===== src/hw/wh_mem_macros.svh =====
`ifndef WH_MEM_MACROS_SVH
`define WH_MEM_MACROS_SVH

// flit is one data word
`define WH_FLIT_WIDTH 32

// words per block, also data flits per packet and mask width
`define WH_BLOCK_WORDS 4

`define WH_NUM_CLIENTS 2

`define WH_MEM_WORDS 256 // 64 blocks

// block address, log2 of WH_MEM_WORDS / WH_BLOCK_WORDS
`define WH_BLOCK_ADDR_WIDTH 6

`define WH_CID_WIDTH 1
`define WH_LEN_WIDTH 4 // flits after the header

`endif


===== src/hw/wh_mem_pkg.sv =====
`include "wh_mem_macros.svh"

package wh_mem_pkg;

  typedef enum logic [1:0] {
    op_read         = 2'd0,
    op_write        = 2'd1,
    op_write_masked = 2'd2
  } wh_opcode_e;

  // one flit wide, len counts the flits behind it
  typedef struct packed {
    logic [`WH_FLIT_WIDTH-2-2*`WH_CID_WIDTH-`WH_LEN_WIDTH-1:0] unused;
    wh_opcode_e                  opcode;
    logic [`WH_CID_WIDTH-1:0]    src_cid;
    logic [`WH_CID_WIDTH-1:0]    dst_cid; // fill return target
    logic [`WH_LEN_WIDTH-1:0]    len;
  } wh_header_s;

endpackage


===== src/hw/wh_link_if.sv =====
`timescale 1ns/1ps
`include "wh_mem_macros.svh"

// forward carries request packets, reverse carries fills
interface wh_link_if;

  logic                      fwd_v;
  logic [`WH_FLIT_WIDTH-1:0] fwd_data;
  logic                      fwd_ready;

  logic                      rev_v;
  logic [`WH_FLIT_WIDTH-1:0] rev_data;
  logic                      rev_ready;

  modport client (
    output fwd_v, fwd_data, rev_ready,
    input  fwd_ready, rev_v, rev_data
  );

  modport mem (
    input  fwd_v, fwd_data, rev_ready,
    output fwd_ready, rev_v, rev_data
  );

endinterface


===== src/hw/wh_block_client.sv =====
`timescale 1ns/1ps
`include "wh_mem_macros.svh"

module wh_block_client #(
  parameter int cid_p = 0
) (
  input  logic                                         clk_i,
  input  logic                                         reset_i,
  input  logic                                         req_v_i,
  output logic                                         req_ready_o,
  input  wh_mem_pkg::wh_opcode_e                       req_op_i,
  input  logic [`WH_BLOCK_ADDR_WIDTH-1:0]              req_addr_i,
  input  logic [`WH_BLOCK_WORDS-1:0]                   req_mask_i,
  input  logic [`WH_BLOCK_WORDS*`WH_FLIT_WIDTH-1:0]    req_wdata_i,
  output logic                                         resp_v_o,
  output logic [`WH_BLOCK_WORDS*`WH_FLIT_WIDTH-1:0]    resp_rdata_o,
  wh_link_if.client                                    link
);

  localparam int cnt_width_lp = $clog2(`WH_BLOCK_WORDS);
  localparam int len_width_lp = `WH_LEN_WIDTH;
  localparam int cid_width_lp = `WH_CID_WIDTH;

  typedef enum logic [2:0] {
    RESET, IDLE, SEND_HDR, SEND_ADDR, SEND_MASK, SEND_DATA, RECV_HDR, RECV_DATA
  } state_e;

  state_e                                       state_r, state_n;
  wh_mem_pkg::wh_opcode_e                       op_r;
  logic [`WH_BLOCK_ADDR_WIDTH-1:0]              addr_r;
  logic [`WH_BLOCK_WORDS-1:0]                   mask_r;
  logic [`WH_BLOCK_WORDS*`WH_FLIT_WIDTH-1:0]    wdata_r;
  logic [`WH_BLOCK_WORDS*`WH_FLIT_WIDTH-1:0]    rdata_r;
  logic [cnt_width_lp-1:0]                      cnt_r;
  logic                                         resp_v_r;
  logic                                         last_word;
  logic                                         fwd_hs, rev_hs;
  wh_mem_pkg::wh_header_s                       hdr;

  assign fwd_hs    = link.fwd_v & link.fwd_ready;
  assign rev_hs    = link.rev_v & link.rev_ready;
  assign last_word = (cnt_r == cnt_width_lp'(`WH_BLOCK_WORDS-1));

  assign req_ready_o    = (state_r == IDLE);
  assign resp_v_o       = resp_v_r;
  assign resp_rdata_o   = rdata_r;
  assign link.rev_ready = (state_r == RECV_HDR) || (state_r == RECV_DATA);

  always_comb begin
    hdr         = '0;
    hdr.opcode  = op_r;
    hdr.src_cid = cid_width_lp'(cid_p);
    hdr.dst_cid = cid_width_lp'(cid_p);
    case (op_r)
      wh_mem_pkg::op_read:  hdr.len = len_width_lp'(1);
      wh_mem_pkg::op_write: hdr.len = len_width_lp'(1 + `WH_BLOCK_WORDS);
      default:              hdr.len = len_width_lp'(2 + `WH_BLOCK_WORDS); // addr + mask
    endcase
  end

  always_comb begin
    link.fwd_v    = 1'b0;
    link.fwd_data = '0;
    case (state_r)
      SEND_HDR: begin
        link.fwd_v    = 1'b1;
        link.fwd_data = hdr;
      end
      SEND_ADDR: begin
        link.fwd_v                                  = 1'b1;
        link.fwd_data[`WH_BLOCK_ADDR_WIDTH-1:0]     = addr_r;
      end
      SEND_MASK: begin
        link.fwd_v                             = 1'b1;
        link.fwd_data[`WH_BLOCK_WORDS-1:0]     = mask_r;
      end
      SEND_DATA: begin
        link.fwd_v    = 1'b1;
        link.fwd_data = wdata_r[cnt_r*`WH_FLIT_WIDTH +: `WH_FLIT_WIDTH];
      end
      default: ;
    endcase
  end

  always_comb begin
    state_n = state_r;
    case (state_r)
      RESET: state_n = IDLE;
      IDLE: if (req_v_i) state_n = SEND_HDR;
      SEND_HDR: if (fwd_hs) state_n = SEND_ADDR;
      SEND_ADDR: begin
        if (fwd_hs) begin
          case (op_r)
            wh_mem_pkg::op_read:         state_n = RECV_HDR;
            wh_mem_pkg::op_write_masked: state_n = SEND_MASK;
            default:                     state_n = SEND_DATA;
          endcase
        end
      end
      SEND_MASK: if (fwd_hs) state_n = SEND_DATA;
      SEND_DATA: if (fwd_hs && last_word) state_n = IDLE;
      RECV_HDR: if (rev_hs) state_n = RECV_DATA; // fill header, nothing to keep
      RECV_DATA: if (rev_hs && last_word) state_n = IDLE;
      default: state_n = IDLE;
    endcase
  end

  always_ff @(posedge clk_i) begin
    if (reset_i) begin
      state_r  <= RESET;
      op_r     <= wh_mem_pkg::op_read;
      cnt_r    <= '0;
      resp_v_r <= 1'b0;
    end else begin
      state_r  <= state_n;
      resp_v_r <= (state_r == RECV_DATA) && rev_hs && last_word;
      if (req_v_i && req_ready_o) begin
        op_r <= req_op_i;
      end
      if ((state_r == SEND_DATA && fwd_hs) || (state_r == RECV_DATA && rev_hs)) begin
        cnt_r <= last_word ? '0 : cnt_r + 1'b1;
      end
    end
  end

  always_ff @(posedge clk_i) begin
    if (req_v_i && req_ready_o) begin
      addr_r  <= req_addr_i;
      mask_r  <= req_mask_i;
      wdata_r <= req_wdata_i;
    end
    if (state_r == RECV_DATA && rev_hs) begin
      rdata_r[cnt_r*`WH_FLIT_WIDTH +: `WH_FLIT_WIDTH] <= link.rev_data;
    end
  end

  // arbiter must only steer fills to the client that asked
  a_rev_only_when_waiting: assert property (@(posedge clk_i) disable iff (reset_i)
    link.rev_v |-> (state_r == RECV_HDR || state_r == RECV_DATA));

endmodule


===== src/flat_wrapper.sv =====
// flat-port wrapper written by rule: the top's interface ports become plain ports
module wh_block_client_flat 
#(
  parameter int cid_p = 0
)
  (clk_i, reset_i, req_v_i, req_ready_o, req_op_i, req_addr_i, req_mask_i, req_wdata_i, resp_v_o, resp_rdata_o, link_fwd_v, link_fwd_data, link_rev_ready, link_fwd_ready, link_rev_v, link_rev_data);
  wh_link_if link_i ();
  input  logic clk_i;
  input  logic reset_i;
  input  logic req_v_i;
  output logic req_ready_o;
  input  wh_mem_pkg::wh_opcode_e req_op_i;
  input  logic [`WH_BLOCK_ADDR_WIDTH-1:0] req_addr_i;
  input  logic [`WH_BLOCK_WORDS-1:0] req_mask_i;
  input  logic [`WH_BLOCK_WORDS*`WH_FLIT_WIDTH-1:0] req_wdata_i;
  output logic resp_v_o;
  output logic [`WH_BLOCK_WORDS*`WH_FLIT_WIDTH-1:0] resp_rdata_o;
  output wire logic [$bits(link_i.fwd_v)-1:0] link_fwd_v;
  output wire logic [$bits(link_i.fwd_data)-1:0] link_fwd_data;
  output wire logic [$bits(link_i.rev_ready)-1:0] link_rev_ready;
  input wire logic [$bits(link_i.fwd_ready)-1:0] link_fwd_ready;
  input wire logic [$bits(link_i.rev_v)-1:0] link_rev_v;
  input wire logic [$bits(link_i.rev_data)-1:0] link_rev_data;
  assign link_fwd_v = link_i.fwd_v;
  assign link_fwd_data = link_i.fwd_data;
  assign link_rev_ready = link_i.rev_ready;
  assign link_i.fwd_ready = link_fwd_ready;
  assign link_i.rev_v = link_rev_v;
  assign link_i.rev_data = link_rev_data;
  wh_block_client #(.cid_p(cid_p)) u_core (.clk_i(clk_i), .reset_i(reset_i), .req_v_i(req_v_i), .req_ready_o(req_ready_o), .req_op_i(req_op_i), .req_addr_i(req_addr_i), .req_mask_i(req_mask_i), .req_wdata_i(req_wdata_i), .resp_v_o(resp_v_o), .resp_rdata_o(resp_rdata_o), .link(link_i));
endmodule

===== config.mk =====
export PLATFORM = sky130hd
export DESIGN_NAME = wh_block_client_flat
export DESIGN_NICKNAME = d
export VERILOG_FILES = /design/src/hw/wh_mem_pkg.sv /design/src/hw/wh_link_if.sv /design/src/hw/wh_block_client.sv /design/src/flat_wrapper.sv
export VERILOG_INCLUDE_DIRS = /design/src /design/src/hw
export SDC_FILE = /design/constraint.sdc
export NUM_CORES = 1
export LEC_CHECK = 0
export ABC_AREA = 1
export BUFFER_PORTS_ARGS = -buffer_cell sky130_fd_sc_hd__buf_2
export CAP_MARGIN = 5
export CORE_UTILIZATION = 46
export DETAILED_ROUTE_END_ITERATION = 6
export PLACE_DENSITY = 0.72
export SLEW_MARGIN = 30
export SYNTH_ARGS = -nofsm -noshare
export SYNTH_HDL_FRONTEND = slang
export SYNTH_SLANG_ARGS = --single-unit

===== constraint.sdc =====
create_clock -name clk_i -period 4.9 [get_ports clk_i]
set_clock_uncertainty 0.2 [all_clocks]
set_input_delay 1.47 -clock clk_i [delete_from_list [all_inputs] [get_ports clk_i]]
set_output_delay 1.47 -clock clk_i [all_outputs]
set_load 0.1 [all_outputs]

==> results of run 1 <==
## per-layer routing
metal / routed length [um] / track usage
met1: 9650 / 0.248
met2: 13100 / 0.386
met3: 2510 / 0.0634
met4: 869 / 0.0910
met5: 68 / 0
## worst reg2reg max path, delay by kind of cell, from the launching register on
| kind | cells | cell delay [ns] |
|---|---|---|
| fa+ha+maj | 1 | 0.33 |
| buf+inv | 4 | 2.04 |
| flops | 1 | 0.33 |
| simple gates | 2 | 0.30 |
## cell type report
type	count	share of cell area
Sequential cell	274	0.601
Multi-Input combinational cell	441	0.152
Clock inverter	20	0.0124
Tap cell	285	0.0263
Antenna cell	6	0.00111
Clock buffer	33	0.0546
Timing Repair Buffer	350	0.138
Inverter	52	0.0149
## cells in the final DEF (no fill, tap or decap), types with 2 or more instances in the layout
master | synthesis | layout
o21ai_1 | 4 | 4
dfxtp_2 | 0 | 2
edfxtp_1 | 266 | 266
a31oi_1 | 5 | 5
buf_16 | 0 | 4
ha_1 | 7 | 7
a22o_1 | 2 | 2
clkinv_2 | 0 | 5
a21oi_1 | 31 | 31
nand3_1 | 14 | 14
nor2_1 | 189 | 185
nand2_1 | 41 | 40
o21ai_0 | 64 | 64
bufinv_16 | 0 | 3
buf_2 | 8 | 340
buf_4 | 7 | 5
nor3_1 | 66 | 66
diode_2 | 0 | 6
nor2_2 | 3 | 3
clkbuf_16 | 0 | 29
inv_1 | 45 | 44
nor2_4 | 3 | 7
clkinv_1 | 1 | 12
dfxtp_1 | 8 | 6
inv_2 | 5 | 4
clkbuf_1 | 21 | 4
nand2_2 | 6 | 7
## power breakdown
| group | internal, mW | switching [mW] |
|---|---|---|
| sequential | 2.83 | 0.0769 |
| clock | 1.23 | 0.859 |
| combinational | 0.228 | 0.838 |
## logic make-up (layout without fill, tap and decap cells)
kind of cell               Yosys count  after routing
DFF                                274            274
and+or+nand+nor                    326            326
adders and majority gates            7              7
AOI/OAI and AO/OA                  108            108
buffers and inverters               94            455
other                                0              6
## worst min path at each step
stage / cells past startpoint / startpoint / slack [ns] / endpoint
6_report: 2 / u_core.op_r[0]$_SDFFE_PP0P_ / 0.30 / u_core.op_r[0]$_SDFFE_PP0P_
4_1_cts: 2 / u_core.op_r[0]$_SDFFE_PP0P_ / 0.30 / u_core.op_r[0]$_SDFFE_PP0P_
3_3_place_gp: 2 / u_core.op_r[0]$_SDFFE_PP0P_ / 0.28 / u_core.op_r[0]$_SDFFE_PP0P_
3_5_place_dp: 2 / u_core.op_r[0]$_SDFFE_PP0P_ / 0.29 / u_core.op_r[0]$_SDFFE_PP0P_
2_1_floorplan: 2 / u_core.op_r[0]$_SDFFE_PP0P_ / 0.25 / u_core.op_r[0]$_SDFFE_PP0P_
5_1_grt: 2 / u_core.op_r[0]$_SDFFE_PP0P_ / 0.33 / u_core.op_r[0]$_SDFFE_PP0P_
## registers in the layout, summed over array words and instances, names as in the netlist
signal and count:
u_core.cnt_r 2, u_core.state_r 3, u_core.mask_r 4, u_core.resp_v_o 1, u_core.wdata_r 128, u_core.addr_r 6, u_core.resp_rdata_o 128, u_core.op_r 2
## synthesized netlist by cell type (all sizes together)
cell type,n
edfxtp,266
nor2,195
o21ai,69
nor3,66
inv,51
nand2,48
a21oi,31
buf,21
clkbuf,21
nand3,15
dfxtp,8
ha,7
a31oi,5
a22o,2
and3,1
clkinv,1
nand4,1
o22ai,1
## through the flow
| step | std cells | hold slack (ns) | power [mW] | util |
|---|---|---|---|---|
| after global routing | 1457 | 0.332 | 6.28 | 0.601 |
| final | 1461 | 0.299 | 6.06 | 0.601 |
| after detailed placement | 1400 | 0.287 | 4.02 | 0.558 |
| after floorplan | 809 | 0.253 | 3.76 | - |
| after CTS | 1453 | 0.297 | 6.10 | 0.598 |
| after global placement | 1398 | 0.284 | 3.99 | 0.555 |
==> results.json, run 1 <==
{
  "synth_top_family_by_area": "simple AND/OR/NAND/NOR gates",
  "first_pass_iters": 4,
  "io_pins": 341,
  "crit_path_end_kind": "primary output",
  "synth.distinct_cells": 29,
  "worstRegToRegCells": 7,
  "synthSimpleGateAreaFrac": 0.131,
  "regToRegSetupSlack_ns": 1.55,
  "wl_per_cell_um": 18.0,
  "avgSynthCellArea_um2": 13.1,
  "seq_area_frac_synth": 0.771,
  "r2r_end": "u_core.resp_rdata_o[6]$_DFFE_PP_",
  "die_area_um2": 23600,
  "tightest_slew_ns": 0.985,
  "ir_worst_vdd_mv": 0.375,
  "finalHoldViolations": 0,
  "power.leakage_nw": 5.40,
  "syn_area_um2": 10600,
  "ant_nets": 0,
  "drt_wl_total_um": 26200,
  "hpwl_um": 17700,
  "endpoint": "link_fwd_data[5]",
  "drv_cap": 0,
  "area_growth_pct": 28.3,
  "synth_top_area_frac": 0.755,
  "cts.sinks": 274,
  "fmax_mhz": 229,
  "drv_slew": 0,
  "ys_top_cells_by_area": "edfxtp_1, nor2_1, nor3_1, o21ai_0, inv_1",
  "startpoint_type": "flip-flop",
  "coreArea_um2": 22600,
  "fin_crit_sh": 0.891,
  "numPortBuffers": 340,
  "hold_path_class": "flip-flop to flip-flop",
  "nNetsFinal": 1332,
  "clk_pin_slew_ns": 0.06,
  "synth_compound_area_frac": 0.0529,
  "synth_top_area_cell": "edfxtp_1",
  "fill_cells": 1779,
  "cpLargestDelayFamily": "simple AND/OR/NAND/NOR gates",
  "regArea_um2": 8150,
  "status": "finished clean",
  "cts_tree": "done",
  "setup_tns_ns": 0,
  "grt_pass1_vias": 7338,
  "placed_area_um2": 12600,
  "cp.arrival_ns": 2.70,
  "finalSetupViolations": 0,
  "min_period_ns": 4.37,
  "cpPeakStageDelay_ns": 0.63,
  "synth_mux_area_frac": 0,
  "path_cells": "nand3_2 > a31oi_1 > a22o_1 > buf_2",
  "postCtsSetupBuffers": 0,
  "die_w_um": 154,
  "grt_pass1_wl_um": 39500,
  "die_y_um": 154,
  "gp_congestion": 0.870,
  "start_util": 0.468,
  "reg2reg_from": "u_core.cnt_r[0]$_SDFFE_PP0P_",
  "syn-instance-count": 809,
  "rsz0062_at_grt": "false",
  "critPathBufInv": 1,
  "overflow": 0,
  "cp_slowest_cell": "nand3_2",
  "htree_levels": 1,
  "cts_resized": 0,
  "viasPerCell": 5.15,
  "design_area_um2": 13600,
  "drcViolationCount": 0,
  "fp-row-count": 55,
  "antenna_found_initial": 11,
  "synth_fa_ha_area_frac": 0.00828,
  "root_buffer": "clkbuf_16",
  "powerDensity_nw_per_um2": 447,
  "synth_seq_cells": 274,
  "critical_path_class": "flip-flop to primary output",
  "fin_ws_ns": 0.535,
  "clk_latency_ns": 0.53,
  "crit_fanout": 27,
  "grt_use_total": 0.219,
  "startpoint": "u_core.state_r[2]$_SDFFE_PP0P_",
  "yosysWarnings": 0,
  "drtIter0Drc": 407,
  "drive_above_1_share": 0.356,
  "cts-buffers-inserted": 29,
  "relSlewSlack": 0.343,
  "dp_slack_ns": 1.08,
  "crit_required_ns": 3.23,
  "synth_xor_area_frac": 0,
  "synthesis.nets": 993,
  "holdBufCountCts": 0,
  "vias": 7523,
  "crit_cells": 4,
  "multiInputGateArea_um2": 2070,
  "grt_max_degree": 139,
  "clock_path_buffers": 3
}
(Power assumes the default switching activity.)
==> run 2: changes to the inputs <==
--- a/config.mk
+++ b/config.mk
@@ -12,6 +12,7 @@
 export CORE_UTILIZATION = 46
 export DETAILED_ROUTE_END_ITERATION = 6
 export PLACE_DENSITY = 0.72
+export REMOVE_ABC_BUFFERS = 1
 export SLEW_MARGIN = 30
 export SYNTH_ARGS = -nofsm -noshare
 export SYNTH_HDL_FRONTEND = slang
==> results.json, run 2 (synthesis gave the netlist of run 1 again) <==
{
  "status": "finished clean",
  "hpwl_um": 17500,
  "cp.arrival_ns": 2.63,
  "numPortBuffers": 340,
  "drcViolationCount": 0,
  "start_util": 0.468,
  "coreArea_um2": 22600,
  "cts_tree": "done",
  "viasPerCell": 5.05,
  "layout_commonest_cell": "buf_2",
  "fin_crit_sh": 0.877,
  "postCtsSetupBuffers": 0,
  "worstRegToRegCells": 7,
  "min_period_ns": 4.30,
  "root_buffer": "clkbuf_16",
  "gp_congestion": 0.820,
  "clk_latency_ns": 0.55,
  "cpLargestDelayFamily": "buffers and inverters",
  "startpoint_type": "flip-flop",
  "cts-buffers-inserted": 29,
  "die_area_um2": 23600,
  "fmax_mhz": 233,
  "hold_path_class": "flip-flop to flip-flop",
  "drt_wl_total_um": 26500,
  "first_pass_iters": 5,
  "clockPowerShare": 0.338,
  "die_w_um": 154,
  "cp_slowest_cell": "dfxtp_4",
  "pwr-share-seq": 0.475,
  "grt_use_total": 0.223,
  "rsz0062_at_grt": "false",
  "layout_common_cells": "buf_2, edfxtp_1, nor2_1",
  "area_growth_pct": 31.6,
  "drive_above_1_share": 0.361,
  "powerDensity_nw_per_um2": 439,
  "crit_path_end_kind": "primary output",
  "critPathBufInv": 2,
  "power.leakage_nw": 5.47,
  "drv_cap": 0,
  "finalSetupViolations": 0,
  "tightest_slew_ns": 0.722,
  "clk_pin_slew_ns": 0.06,
  "die_y_um": 154,
  "crit_required_ns": 3.23,
  "grt_pass1_vias": 7180,
  "antenna_found_initial": 6,
  "holdBufCountCts": 0,
  "finalHoldViolations": 0,
  "min_path_cells": 2,
  "critical_path_class": "flip-flop to primary output",
  "crit_fanout": 47,
  "total_power_mw": 6.11,
  "grt_max_degree": 88,
  "cpPeakStageDelay_ns": 0.59,
  "cts_resized": 0,
  "htree_levels": 1,
  "drtIter0Drc": 396,
  "cts.sinks": 274,
  "relSlewSlack": 0.519,
  "p_sw_mw": 1.81,
  "fp-row-count": 55,
  "grt_pass1_wl_um": 40200,
  "drv_slew": 0,
  "ir_worst_vdd_mv": 0.363,
  "netSwitchingFraction": 0.297,
  "clock_path_buffers": 3,
  "internal_power_mw": 4.30,
  "wl_per_cell_um": 18.1,
  "crit_cells": 6,
  "ant_nets": 0,
  "p_comb_frac": 0.187,
  "io_pins": 341,
  "vias": 7361,
  "path_cells": "buf_4 > o21ai_0 > o22ai_1 > nand2_1 > a21oi_1 > buf_2",
  "design_area_um2": 13900,
  "placed_area_um2": 13000,
  "nNetsFinal": 1335,
  "overflow": 0
}
## run 2: area by class of cell
cell class	instances	area (um^2)
diodes	3	7.51
clock buffers	31	733
clock inverters	19	160
fillers	1736	8660
inverters	52	200
multi-input cells	441	2070
flip-flops and latches	274	8150
well taps	285	357
repair buffers	353	2240
## run 2: worst register-to-register path: stages, from the launching register on
cell     delay, ns
dfxtp_4       0.59
inv_2         0.35
ha_1          0.42
inv_2         0.06
buf_4         0.49
nand3_1       0.13
buf_4         0.28
nor2_1        0.17
## run 2: power by group through the flow
stage	Clock (mW)	Sequential, mW	Combinational, mW
final	2.07	2.91	1.14
after global routing	2.19	2.92	1.24
after CTS	2.09	2.91	1.15
after detailed placement	0	2.96	1.15
after global placement	0	2.95	1.13
after floorplan	0	3.01	0.729
## run 2: stage by stage
step	cells	setup TNS [ns]	hold WS [ns]	util	worst slack, ns
after global routing	1456	0	0.339	0.616	0.397
after global placement	1401	0	0.283	0.572	1.10
final	1458	0	0.303	0.616	0.601
after CTS	1455	0	0.296	0.616	0.525
after floorplan	767	-9.96	0.253	-	-0.384
after detailed placement	1405	0	0.288	0.576	1.12
## run 2: per-layer routing
layer	vias up	track usage	routed length, um
li1	3533	-	-
met1	3420	0.275	10200
met2	362	0.387	13200
met3	40	0.0614	2480
met4	6	0.0562	571
met5	-	0	38
## run 2: path summary, 6_finish.rpt
check / start / to / slack [ns]
worst max-delay path: u_core.cnt_r[0]$_SDFFE_PP0P_ / link_fwd_data[1] / 0.60
worst min register to register: u_core.op_r[0]$_SDFFE_PP0P_ / u_core.op_r[0]$_SDFFE_PP0P_ / 0.30
worst max register to register: u_core.cnt_r[0]$_SDFFE_PP0P_ / u_core.resp_rdata_o[0]$_DFFE_PP_ / 2.03
worst min-delay path: u_core.op_r[0]$_SDFFE_PP0P_ / u_core.op_r[0]$_SDFFE_PP0P_ / 0.30
==> run 3: changes to the inputs <==
--- a/config.mk
+++ b/config.mk
@@ -9,9 +9,9 @@
 export ABC_AREA = 1
 export BUFFER_PORTS_ARGS = -buffer_cell sky130_fd_sc_hd__buf_2
 export CAP_MARGIN = 5
-export CORE_UTILIZATION = 46
+export CORE_UTILIZATION = 51
 export DETAILED_ROUTE_END_ITERATION = 6
-export PLACE_DENSITY = 0.72
+export PLACE_DENSITY = 0.76
 export REMOVE_ABC_BUFFERS = 1
 export SLEW_MARGIN = 30
 export SYNTH_ARGS = -nofsm -noshare
==> constraint.sdc (replaced) <==
create_clock -name clk_i -period 5.5 [get_ports clk_i]
set_clock_uncertainty 0.2 [all_clocks]
set_input_delay 1.1 -clock clk_i [delete_from_list [all_inputs] [get_ports clk_i]]
set_output_delay 1.1 -clock clk_i [all_outputs]
set_load 0.1 [all_outputs]
==> results.json, run 3 (synthesis gave the netlist of run 1 again) <==
{
  "die_w_um": 146,
  "ant_nets": 0,
  "crit_required_ns": 4.20,
  "clk_latency_ns": 0.54,
  "holdBufCountCts": 0,
  "area_growth_pct": 27.9,
  "wl_per_cell_um": 17.9,
  "regToRegSetupSlack_ns": 1.89,
  "coreArea_um2": 20300,
  "cpPeakStageDelay_ns": 0.59,
  "ir_worst_vdd_mv": 0.354,
  "drt_wl_total_um": 25800,
  "cts-buffers-inserted": 28,
  "drtIter0Drc": 382,
  "grt_pass1_wl_um": 38600,
  "drv_slew": 0,
  "rsz0062_at_grt": "false",
  "dp_cells": 1386,
  "layout_commonest_cell": "buf_2",
  "vias": 7433,
  "crit_fanout": 52,
  "grt_pass1_vias": 7312,
  "htree_levels": 1,
  "finalHoldViolations": 0,
  "overflow": 0,
  "drv_cap": 0,
  "startpoint_type": "flip-flop",
  "finalSetupViolations": 0,
  "tightest_slew_ns": 0.965,
  "total_power_mw": 5.40,
  "cp_slowest_cell": "inv_2",
  "fin_crit_sh": 0.741,
  "r2r_end": "u_core.resp_rdata_o[119]$_DFFE_PP_",
  "reg2reg_from": "u_core.cnt_r[0]$_SDFFE_PP0P_",
  "antenna_cells": 0,
  "fmax_mhz": 245,
  "start_util": 0.521,
  "hold_path_class": "flip-flop to flip-flop",
  "drive_above_1_share": 0.357,
  "antenna_found_initial": 3,
  "critical_path_class": "flip-flop to primary output",
  "clock_path_buffers": 3,
  "min_period_ns": 4.07,
  "path_cells": "inv_2 > buf_4 > nor2_1 > o22ai_1 > nand2_1 > a21oi_1 > buf_2",
  "fp-row-count": 52,
  "hpwl_um": 17300,
  "numPortBuffers": 340,
  "setup_tns_ns": 0,
  "crit_path_end_kind": "primary output",
  "cts_resized": 0,
  "cts.sinks": 274,
  "gp_congestion": 0.939,
  "drcViolationCount": 0,
  "hold_path_end": "u_core.op_r[0]$_SDFFE_PP0P_",
  "grt_use_total": 0.235,
  "die_y_um": 146,
  "die_area_um2": 21300,
  "status": "finished clean",
  "min_from": "u_core.op_r[0]$_SDFFE_PP0P_",
  "nNetsFinal": 1332,
  "layout_common_cells": "buf_2, edfxtp_1, nor2_1",
  "grt_max_degree": 86,
  "viasPerCell": 5.17,
  "io_pins": 341,
  "cp.arrival_ns": 2.77,
  "powerDensity_nw_per_um2": 399,
  "relSlewSlack": 0.357,
  "postCtsSetupBuffers": 0,
  "final_cells": 1437,
  "first_pass_iters": 5,
  "min_path_cells": 2,
  "worstRegToRegCells": 7,
  "power.leakage_nw": 5.40,
  "root_buffer": "clkbuf_16",
  "cts_tree": "done",
  "clk_pin_slew_ns": 0.06
}
run 3: report_power, final:
group          leakage [nW]  switching, mW  total (mW)  internal [mW]
registers              2.51         0.0675        2.59           2.52
clock network         0.431          0.760        1.86           1.10
logic                  2.46          0.760       0.960          0.201
total                  5.40           1.59        5.40           3.82
run 3: layout make-up:
cell class	instances	area [um^2]
multi-input combinational	441	2060
tap	270	338
fill	1471	6780
inverter	52	203
sequential	274	8150
timing repair buffer	351	1860
clock buffer	33	741
clock inverter	16	163
run 3: worst max path at each step:
| stage | from | end | slack, ns | cells after the start |
|---|---|---|---|---|
| global route | u_core.cnt_r[1]$_SDFFE_PP0P_ | link_fwd_data[2] | 1.22 | 8 |
| detailed placement | u_core.cnt_r[0]$_SDFFE_PP0P_ | u_core.resp_rdata_o[125]$_DFFE_PP_ | 1.89 | 7 |
| global placement | u_core.cnt_r[0]$_SDFFE_PP0P_ | link_fwd_data[1] | 1.98 | 7 |
| CTS | u_core.cnt_r[0]$_SDFFE_PP0P_ | link_fwd_data[1] | 1.37 | 7 |
| floorplan | u_core.cnt_r[0]$_SDFFE_PP0P_ | link_fwd_data[6] | 0.59 | 5 |
| finish | u_core.cnt_r[0]$_SDFFE_PP0P_ | link_fwd_data[1] | 1.43 | 7 |
run 3: worst max-delay path: cells and delay by family, from the launching register on:
| family | cells | cell delay, ns |
|---|---|---|
| buffers and inverters | 3 | 1.42 |
| AOI/OAI and AO/OA | 2 | 0.32 |
| and+or+nand+nor | 2 | 0.14 |
| DFF | 1 | 0.34 |
run 3: per-layer routing:
layer	track usage	wire [um]	share of wire
met1	0.281	9660	0.37
met2	0.422	13100	0.51
met5	0	34	0.0013
met3	0.0608	2330	0.091
met4	0.0641	616	0.024
run 3: metrics by stage:
step | hold WS (ns) | instance area (um^2) | setup WS (ns) | util
floorplan | 0.253 | 10400 | 0.586 | -
global placement | 0.288 | 12500 | 1.98 | 0.616
detailed placement | 0.293 | 12600 | 1.89 | 0.619
CTS | 0.303 | 13500 | 1.37 | 0.664
global route | 0.327 | 13500 | 1.22 | 0.666
finish | 0.306 | 13500 | 1.43 | 0.666
